==> config.mk <==
export PLATFORM = sky130hd
export DESIGN_NAME = lcc_st_trans
export DESIGN_NICKNAME = d
export VERILOG_FILES = /design/src/lc_state_pkg.sv /design/src/sec_state_pkg.sv /design/src/lc_class_decode.sv /design/src/lcc_debug_enables.sv /design/src/lcc_trans_fsm.sv /design/src/lcc_st_trans.sv
export VERILOG_INCLUDE_DIRS = /design/src
export SDC_FILE = /design/constraint.sdc
export NUM_CORES = 1
export LEC_CHECK = 0
export ABC_AREA = 1
export BUFFER_PORTS_ARGS = -buffer_cell sky130_fd_sc_hd__buf_2
export CORE_AREA = 5 5 108 110
export CTS_BUF_LIST = sky130_fd_sc_hd__clkbuf_8 sky130_fd_sc_hd__clkbuf_16
export DETAILED_ROUTE_END_ITERATION = 7
export DIE_AREA = 0 0 113 115
export PLACE_DENSITY = 0.65
export SETUP_SLACK_MARGIN = 0.02
export SLEW_MARGIN = 20
export SYNTH_ARGS = -nofsm -noshare
export SYNTH_HDL_FRONTEND = slang
export SYNTH_SLANG_ARGS = --single-unit
==> constraint.sdc <==
create_clock -name clk_i -period 1.65 [get_ports clk_i]
set_clock_uncertainty 0.05 [all_clocks]
set_input_delay 0 -clock clk_i [delete_from_list [all_inputs] [get_ports clk_i]]
set_output_delay 0 -clock clk_i [all_outputs]
set_load 0.01 [all_outputs]
==> src/lcc_config.svh <==
`ifndef LCC_CONFIG_SVH
`define LCC_CONFIG_SVH

// ------------------------------------------------------------
// Life-cycle side widths
// ------------------------------------------------------------

// State code as carried on the OTP and program-request buses
`define LCC_STATE_W 5

// Debug class of a decoded static state
`define LCC_CLASS_W 3

// Multibit life-cycle enable flag
`define LCC_TX_W 4
// Only this exact pattern counts as on, every other code is off
`define LCC_TX_ON 4'b0101

// ------------------------------------------------------------
// SoC and core side widths
// ------------------------------------------------------------

// Unlock level and the three mask registers
`define LCC_UNLOCK_W 64

// Core lifecycle field and translator FSM state
`define LCC_LIFECYCLE_W 2
`define LCC_TRANS_W 3

// Debug stays locked out of reset and whenever OTP data is not valid
`define LCC_DBG_LOCKED_RST 1'b1

`endif

==> src/lc_state_pkg.sv <==
`include "lcc_config.svh"

package lc_state_pkg;

  // ------------------------------------------------------------
  // Life-cycle state codes
  // ------------------------------------------------------------

  // RAW is all zeros so a cleared register decodes as RAW
  typedef enum logic [`LCC_STATE_W-1:0] {
    RAW = 0,
    TEST_UNLOCKED0,
    TEST_UNLOCKED1,
    TEST_UNLOCKED2,
    TEST_UNLOCKED3,
    TEST_UNLOCKED4,
    TEST_UNLOCKED5,
    TEST_UNLOCKED6,
    TEST_UNLOCKED7,
    TEST_LOCKED0,
    TEST_LOCKED1,
    TEST_LOCKED2,
    TEST_LOCKED3,
    TEST_LOCKED4,
    TEST_LOCKED5,
    TEST_LOCKED6,
    DEV,
    PROD,
    PROD_END,
    RMA,
    SCRAP
  } lc_state_e;

  // Multibit enable from the life-cycle controller
  typedef logic [`LCC_TX_W-1:0] lc_tx_t;

  // ------------------------------------------------------------
  // Debug classes
  // ------------------------------------------------------------

  // Groups of states that the translator treats the same way
  typedef enum logic [`LCC_CLASS_W-1:0] {
    CLS_LOCKED,
    CLS_TEST_UNLOCKED,
    CLS_MANUF,
    CLS_PROD,
    CLS_RMA,
    CLS_SCRAP,
    CLS_UNKNOWN
  } lc_class_e;

endpackage

==> src/sec_state_pkg.sv <==
`include "lcc_config.svh"

package sec_state_pkg;

  // ------------------------------------------------------------
  // Core security state
  // ------------------------------------------------------------

  // Lifecycle field seen by the core
  // PRODUCTION is the safe fallback
  typedef enum logic [`LCC_LIFECYCLE_W-1:0] {
    UNPROVISIONED = 2'b00,
    MANUFACTURING = 2'b01,
    PRODUCTION    = 2'b11
  } device_lifecycle_e;

  // ------------------------------------------------------------
  // Translator FSM
  // ------------------------------------------------------------

  typedef enum logic [`LCC_TRANS_W-1:0] {
    RESET,
    IDLE,
    NON_DEBUG,
    UNPROV_DEBUG,
    MANUF_NON_DEBUG,
    MANUF_DEBUG,
    PROD_NON_DEBUG,
    PROD_DEBUG
  } trans_state_e;

  // Unlock level and mask vectors
  typedef logic [`LCC_UNLOCK_W-1:0] unlock_vec_t;

endpackage

==> src/lc_class_decode.sv <==
`timescale 1ns/1ps

module lc_class_decode (
  // Static state held by the translator
  input  lc_state_pkg::lc_state_e otp_static_state_i,
  // Program request towards OTP
  input  logic                    lcc_prog_req_i,
  input  lc_state_pkg::lc_state_e lcc_alive_state_i,
  // Decoded class and SCRAP request
  output lc_state_pkg::lc_class_e static_class_o,
  output logic                    scrap_req_o
);

  // ------------------------------------------------------------
  // Static state to debug class
  // ------------------------------------------------------------

  always_comb begin
    // Unused codes fall through to UNKNOWN
    static_class_o = lc_state_pkg::CLS_UNKNOWN;
    case (otp_static_state_i)
      // RAW and all locked test states have no debug
      lc_state_pkg::RAW,
      lc_state_pkg::TEST_LOCKED0,
      lc_state_pkg::TEST_LOCKED1,
      lc_state_pkg::TEST_LOCKED2,
      lc_state_pkg::TEST_LOCKED3,
      lc_state_pkg::TEST_LOCKED4,
      lc_state_pkg::TEST_LOCKED5,
      lc_state_pkg::TEST_LOCKED6: begin
        static_class_o = lc_state_pkg::CLS_LOCKED;
      end
      // Unprovisioned debug
      lc_state_pkg::TEST_UNLOCKED0,
      lc_state_pkg::TEST_UNLOCKED1,
      lc_state_pkg::TEST_UNLOCKED2,
      lc_state_pkg::TEST_UNLOCKED3,
      lc_state_pkg::TEST_UNLOCKED4,
      lc_state_pkg::TEST_UNLOCKED5,
      lc_state_pkg::TEST_UNLOCKED6,
      lc_state_pkg::TEST_UNLOCKED7: begin
        static_class_o = lc_state_pkg::CLS_TEST_UNLOCKED;
      end
      // Manufacturing, unlocked later by the manuf enable
      lc_state_pkg::DEV: begin
        static_class_o = lc_state_pkg::CLS_MANUF;
      end
      // Production and its end state behave alike
      lc_state_pkg::PROD,
      lc_state_pkg::PROD_END: begin
        static_class_o = lc_state_pkg::CLS_PROD;
      end
      lc_state_pkg::RMA: begin
        static_class_o = lc_state_pkg::CLS_RMA;
      end
      lc_state_pkg::SCRAP: begin
        static_class_o = lc_state_pkg::CLS_SCRAP;
      end
      default: begin
        static_class_o = lc_state_pkg::CLS_UNKNOWN;
      end
    endcase
  end

  // ------------------------------------------------------------
  // SCRAP request
  // ------------------------------------------------------------

  // Valid only while the program request is raised
  assign scrap_req_o = lcc_prog_req_i && (lcc_alive_state_i == lc_state_pkg::SCRAP);

endmodule

==> src/lcc_debug_enables.sv <==
`timescale 1ns/1ps
`include "lcc_config.svh"

module lcc_debug_enables (
  input  logic                       clk_i,
  input  logic                       rst_ni,
  input  logic                       otp_valid_i,
  input  logic                       scrap_req_i,
  // Life-cycle multibit flags
  input  lc_state_pkg::lc_tx_t       lc_dft_en_i,
  input  lc_state_pkg::lc_tx_t       lc_hw_debug_en_i,
  // Unlock level and SoC masks
  input  sec_state_pkg::unlock_vec_t unlock_level_i,
  input  sec_state_pkg::unlock_vec_t dft_mask_i,
  input  sec_state_pkg::unlock_vec_t cltap_mask_i,
  input  sec_state_pkg::unlock_vec_t prod_unlock_mask_i,
  output logic                       soc_dft_en_o,
  output logic                       soc_hw_debug_en_o,
  output logic                       prod_unlock_o
);

  // Any overlap between level and mask
  logic dft_hit;
  logic cltap_hit;

  // Flag on or mask hit, killed by a SCRAP request
  function automatic logic enable_rule(input lc_state_pkg::lc_tx_t flag,
                                       input logic hit,
                                       input logic scrap);
    enable_rule = ((flag == `LCC_TX_ON) | hit) & ~scrap;
  endfunction

  assign dft_hit   = |(unlock_level_i & dft_mask_i);
  assign cltap_hit = |(unlock_level_i & cltap_mask_i);

  // Production unlock goes straight to the FSM
  assign prod_unlock_o = |(unlock_level_i & prod_unlock_mask_i);

  // ------------------------------------------------------------
  // Registered SoC enables
  // ------------------------------------------------------------

  always_ff @(posedge clk_i or negedge rst_ni) begin
    if (!rst_ni) begin
      soc_dft_en_o      <= 1'b0;
      soc_hw_debug_en_o <= 1'b0;
    end else if (otp_valid_i) begin
      soc_dft_en_o      <= enable_rule(lc_dft_en_i, dft_hit, scrap_req_i);
      soc_hw_debug_en_o <= enable_rule(lc_hw_debug_en_i, cltap_hit, scrap_req_i);
    end else begin
      // No valid OTP data, keep both off
      soc_dft_en_o      <= 1'b0;
      soc_hw_debug_en_o <= 1'b0;
    end
  end

endmodule

==> src/lcc_trans_fsm.sv <==
`timescale 1ns/1ps
`include "lcc_config.svh"

module lcc_trans_fsm (
  input  logic                            clk_i,
  input  logic                            rst_ni,
  input  logic                            otp_valid_i,
  input  lc_state_pkg::lc_state_e         otp_state_i,
  // From the decoder
  input  lc_state_pkg::lc_class_e         static_class_i,
  input  logic                            scrap_req_i,
  // SoC and core controls
  input  logic                            state_error_i,
  input  logic                            dbg_manuf_en_i,
  input  logic                            prod_unlock_i,
  // Captured static state, back to the decoder
  output lc_state_pkg::lc_state_e         otp_static_state_o,
  // Registered core security state
  output sec_state_pkg::device_lifecycle_e device_lifecycle_o,
  output logic                            debug_locked_o
);

  sec_state_pkg::trans_state_e      state_q;
  sec_state_pkg::trans_state_e      state_d;
  sec_state_pkg::device_lifecycle_e lifecycle_d;
  logic                             locked_d;
  // Any event that forces the sticky non-debug state
  logic                             escape;

  assign escape = scrap_req_i | state_error_i;

  // ------------------------------------------------------------
  // Registers
  // ------------------------------------------------------------

  always_ff @(posedge clk_i or negedge rst_ni) begin
    if (!rst_ni) begin
      state_q            <= sec_state_pkg::RESET;
      otp_static_state_o <= lc_state_pkg::RAW;
      device_lifecycle_o <= sec_state_pkg::PRODUCTION;
      debug_locked_o     <= `LCC_DBG_LOCKED_RST;
    end else if (otp_valid_i) begin
      state_q            <= state_d;
      // Sampled every valid cycle, only IDLE looks at it
      otp_static_state_o <= otp_state_i;
      device_lifecycle_o <= lifecycle_d;
      debug_locked_o     <= locked_d;
    end else begin
      // Dropping valid restarts the whole translation
      state_q            <= sec_state_pkg::RESET;
      otp_static_state_o <= lc_state_pkg::RAW;
      device_lifecycle_o <= sec_state_pkg::PRODUCTION;
      debug_locked_o     <= `LCC_DBG_LOCKED_RST;
    end
  end

  // ------------------------------------------------------------
  // Next state and next security state
  // ------------------------------------------------------------

  always_comb begin
    // Production with debug locked unless a state below says otherwise
    state_d     = state_q;
    lifecycle_d = sec_state_pkg::PRODUCTION;
    locked_d    = `LCC_DBG_LOCKED_RST;
    case (state_q)
      sec_state_pkg::RESET: begin
        // Leave one cycle for the static state capture
        state_d = sec_state_pkg::IDLE;
      end
      sec_state_pkg::IDLE: begin
        if (escape || static_class_i == lc_state_pkg::CLS_SCRAP) begin
          state_d = sec_state_pkg::NON_DEBUG;
        end else begin
          case (static_class_i)
            lc_state_pkg::CLS_LOCKED:        state_d = sec_state_pkg::NON_DEBUG;
            lc_state_pkg::CLS_TEST_UNLOCKED: state_d = sec_state_pkg::UNPROV_DEBUG;
            lc_state_pkg::CLS_MANUF:         state_d = sec_state_pkg::MANUF_NON_DEBUG;
            lc_state_pkg::CLS_PROD:          state_d = sec_state_pkg::PROD_NON_DEBUG;
            lc_state_pkg::CLS_RMA:           state_d = sec_state_pkg::PROD_DEBUG;
            // Unknown codes wait in IDLE
            default:                         state_d = sec_state_pkg::IDLE;
          endcase
        end
      end
      sec_state_pkg::NON_DEBUG: begin
        // Sticky until valid drops
        state_d = sec_state_pkg::NON_DEBUG;
      end
      sec_state_pkg::UNPROV_DEBUG: begin
        if (escape) begin
          state_d = sec_state_pkg::NON_DEBUG;
        end else begin
          lifecycle_d = sec_state_pkg::UNPROVISIONED;
          locked_d    = 1'b0;
        end
      end
      sec_state_pkg::MANUF_NON_DEBUG: begin
        if (escape) begin
          state_d = sec_state_pkg::NON_DEBUG;
        end else begin
          // Still locked on the cycle the enable is seen
          lifecycle_d = sec_state_pkg::MANUFACTURING;
          if (dbg_manuf_en_i) begin
            state_d = sec_state_pkg::MANUF_DEBUG;
          end
        end
      end
      sec_state_pkg::MANUF_DEBUG: begin
        if (escape) begin
          state_d = sec_state_pkg::NON_DEBUG;
        end else begin
          lifecycle_d = sec_state_pkg::MANUFACTURING;
          locked_d    = 1'b0;
        end
      end
      sec_state_pkg::PROD_NON_DEBUG: begin
        if (escape) begin
          state_d = sec_state_pkg::NON_DEBUG;
        end else if (prod_unlock_i) begin
          state_d = sec_state_pkg::PROD_DEBUG;
        end
      end
      sec_state_pkg::PROD_DEBUG: begin
        if (escape) begin
          state_d = sec_state_pkg::NON_DEBUG;
        end else begin
          locked_d = 1'b0;
        end
      end
      default: begin
        state_d = sec_state_pkg::IDLE;
      end
    endcase
  end

endmodule

==> src/lcc_st_trans.sv <==
`timescale 1ns/1ps

module lcc_st_trans (
  input  logic                             clk_i,
  input  logic                             rst_ni,
  // OTP side
  input  logic                             otp_valid_i,
  input  lc_state_pkg::lc_state_e          otp_state_i,
  input  logic                             lcc_prog_req_i,
  input  lc_state_pkg::lc_state_e          lcc_alive_state_i,
  // SoC side
  input  logic                             state_error_i,
  input  logic                             dbg_manuf_en_i,
  input  sec_state_pkg::unlock_vec_t       unlock_level_i,
  input  sec_state_pkg::unlock_vec_t       dft_mask_i,
  input  sec_state_pkg::unlock_vec_t       cltap_mask_i,
  input  sec_state_pkg::unlock_vec_t       prod_unlock_mask_i,
  // Life-cycle flags
  input  lc_state_pkg::lc_tx_t             lc_dft_en_i,
  input  lc_state_pkg::lc_tx_t             lc_hw_debug_en_i,
  // SoC enables
  output logic                             soc_dft_en_o,
  output logic                             soc_hw_debug_en_o,
  // Core security state
  output sec_state_pkg::device_lifecycle_e device_lifecycle_o,
  output logic                             debug_locked_o
);

  lc_state_pkg::lc_state_e otp_static_state;
  lc_state_pkg::lc_class_e static_class;
  logic                    scrap_req;
  logic                    prod_unlock;

  // ------------------------------------------------------------
  // State decode
  // ------------------------------------------------------------

  lc_class_decode decode_i (
    .otp_static_state_i (otp_static_state),
    .lcc_prog_req_i     (lcc_prog_req_i),
    .lcc_alive_state_i  (lcc_alive_state_i),
    .static_class_o     (static_class),
    .scrap_req_o        (scrap_req)
  );

  // ------------------------------------------------------------
  // SoC enables and production unlock match
  // ------------------------------------------------------------

  lcc_debug_enables enables_i (
    .clk_i              (clk_i),
    .rst_ni             (rst_ni),
    .otp_valid_i        (otp_valid_i),
    .scrap_req_i        (scrap_req),
    .lc_dft_en_i        (lc_dft_en_i),
    .lc_hw_debug_en_i   (lc_hw_debug_en_i),
    .unlock_level_i     (unlock_level_i),
    .dft_mask_i         (dft_mask_i),
    .cltap_mask_i       (cltap_mask_i),
    .prod_unlock_mask_i (prod_unlock_mask_i),
    .soc_dft_en_o       (soc_dft_en_o),
    .soc_hw_debug_en_o  (soc_hw_debug_en_o),
    .prod_unlock_o      (prod_unlock)
  );

  // ------------------------------------------------------------
  // Translator FSM
  // ------------------------------------------------------------

  lcc_trans_fsm fsm_i (
    .clk_i              (clk_i),
    .rst_ni             (rst_ni),
    .otp_valid_i        (otp_valid_i),
    .otp_state_i        (otp_state_i),
    .static_class_i     (static_class),
    .scrap_req_i        (scrap_req),
    .state_error_i      (state_error_i),
    .dbg_manuf_en_i     (dbg_manuf_en_i),
    .prod_unlock_i      (prod_unlock),
    .otp_static_state_o (otp_static_state),
    .device_lifecycle_o (device_lifecycle_o),
    .debug_locked_o     (debug_locked_o)
  );

endmodule

==> qor.csv <==
metric,value,unit
period_share,93.37,%
syn_area,2180,um^2
drtAntennaViolNets,0,
seq_area,329.1,um^2
cts_setup_buffers,0,
top_level_ports,285,
wl_per_cell,18.35,um
cts_buffer_depth,2,
nFillCells,1214,
setup_viol,0,
die_x,113,um
grt_max_degree,14,
worstPathMaxFanout,4,
hold_violations,0,
tns,0,ps
p_per_area,398.8,nW/um^2
yosys_most_used_dff,dfrtp_1,
clkTransAtPathRegs,50,ps
synth-seq-cells,13,
core_area,10600,um^2
cts_tree,built,
vias,3781,
grt_pass1_vias,3932,
slew_violations,0,
grt_pass1_wl,21.59,mm
rsz0062_at_grt,true,
area_growth,78.93,%
hpwlAfterDp,14.09,mm
slew_headroom,77.12,%
synth_edf_count,0,
path_class,reg -> reg,
grt_antenna_before_repair,2,
globalplace.congestion,0.9450,
critPathCaptureType,register,
detail_route.iter0.violations,208,
drt_wl_total,15.40,mm
initial_utilization,20.56,%
routed_via_density,4.507,
syn_avg_cell_area,5.382,um^2
netlist-cell-type-count,26,
drv_cap,0,
die_area,13000,um^2
clock_latency,240,ps
required,1780,ps
portBuffers,284,
grt_overflow,0,
cts.sinks,13,
row_count,38,
status,completed,
cts-root-buf,clkbuf_8,
multi_input_area,1758,um^2
yosysSeqAreaShare,15.10,%
ys_warn_count,0,
ir_worst_vdd,268.6,uV
nNetsFinal,982,
fin_crit,1541,ps
tightest_slew,340.6,ps
p_leak,2.359,nW
p_total,1.555,mW
grtUsageTotal,22.21,%
drc,0,
synth_fp_nets,688,
synthCells,405,
critPathArrivalTime,1670,ps
startpoint_type,register,
hp-class,in -> reg,
ctsHtreeMaxLevel,1,
drive_above_1_share,46.70,%
ys_async_sr_fraction,100.0,%
cts-buffers-inserted,3,
firstDrtPassIters,4,
die-height,115,um
maxClockFrequency,649.1,MHz
routing by layer:
| layer | track usage [%] | routed length [um] | up-vias |
|---|---|---|---|
| li1 | - | - | 1910 |
| met1 | 27.96 | 6354 | 1654 |
| met2 | 39.34 | 7384 | 195 |
| met3 | 4.158 | 1347 | 20 |
| met4 | 5.208 | 297 | 2 |
| met5 | 0 | 13 | - |
Yosys cell counts (2+ instances only):
cell type,n,area [um^2]
nor2_4,3,33.78
a22o_1,32,280.3
a31oi_1,2,12.51
dfstp_2,3,78.83
a21oi_1,4,20.02
a21oi_2,2,17.52
nand3_1,8,40.04
ha_1,3,37.54
nand2_1,215,807.0
inv_2,8,30.03
nand3_2,2,20.02
nand2_2,7,43.79
nor2_1,53,198.9
nor3_1,4,20.02
dfrtp_1,10,250.2
inv_1,20,75.07
nor2_2,4,25.02
nand4_1,17,106.4
layout make-up:
type	count	share of cell area (%)
repair buffers	290	37.99
inverters	29	2.791
well taps	140	4.491
flip-flops and latches	13	8.438
clock buffers	3	1.059
multi-input cells	362	45.08
clock inverters	1	0.09625
diodes	1	0.06416
cells in the final DEF, fill, tap and decap left out, types with 5 or more instances in the layout:
cell and instances:
a22o_1 32, buf_2 284, dfrtp_1 10, dlygate4sd3_1 6, inv_1 19, inv_2 10
nand2_1 214, nand2_2 8, nand3_1 8, nand4_1 17, nor2_1 52, nor2_2 5
flip-flops by register name, indices dropped and copies added, names as in the netlist:
register and cells:
fsm_i.otp_static_state_o 5, fsm_i.device_lifecycle_o 2, enables_i.soc_hw_debug_en_o 1, fsm_i.state_q 3
enables_i.soc_dft_en_o 1, fsm_i.debug_locked_o 1
final timing paths:
check,cells past startpoint,slack (ps),to,from
max in group asynchronous,2,1140,fsm_i.device_lifecycle_o[0]$_DFF_PN1_,rst_ni
worst max register to register,12,110,fsm_i.state_q[0]$_DFFE_PN0P_,fsm_i.otp_static_state_o[1]$_DFF_PN0_
min in group asynchronous,2,130,fsm_i.state_q[0]$_DFFE_PN0P_,rst_ni
worst max-delay path,12,110,fsm_i.state_q[0]$_DFFE_PN0P_,fsm_i.otp_static_state_o[1]$_DFF_PN0_
worst min register to register,2,520,fsm_i.state_q[1]$_DFFE_PN0P_,fsm_i.state_q[1]$_DFFE_PN0P_
worst min-delay path,3,10,fsm_i.device_lifecycle_o[0]$_DFF_PN1_,state_error_i
critical path: stages, from the launching register on:
cell and delay [ps]:
dfrtp_1 400, inv_2 80, ha_4 130, inv_1 60, a21oi_1 150, nand2_1 80, nand2_2 100, nand2_1 60
nand2_1 60, nand2_1 50, a21oi_1 140, nand2_1 60, nand2_1 50
timing repair:
item	in CTS	in global routing
resized for setup	0	7
hold buffers	6	0
endpoints found under the hold margin	18	0
setup endpoints to repair	0	2
through the flow:
stage | utilization [%] | instance area, um^2 | instances | hold slack [ps] | setup slack, ps
global placement | 35.57 | 3771 | 828 | -146.8 | 172.6
finish | 36.78 | 3900 | 839 | 11.91 | 109.3
floorplan | - | 2180 | 405 | -345.6 | 243.4
CTS | 36.56 | 3876 | 838 | 15.21 | 129.6
global route | 36.78 | 3900 | 839 | 19.67 | 8.431
detailed placement | 35.57 | 3771 | 828 | -143.1 | 148.2
power breakdown:
part	internal (mW)	switching, mW	leakage, nW	total (mW)
clock network	0.164	0.115	0.0269	0.279
registers	0.345	0.0291	0.159	0.374
logic	0.438	0.464	2.17	0.902
cell families (layout without fill, tap and decap cells):
logic type	Yosys count	count (layout)	share of synthesized area, %
other cells	0	1	0
compound gates	42	42	15.73
fa+ha+maj	3	3	1.722
buf+inv	30	323	5.223
simple gates	317	317	62.23
flops	13	13	15.10
Note: power is estimated with default switching activity, not from simulation.
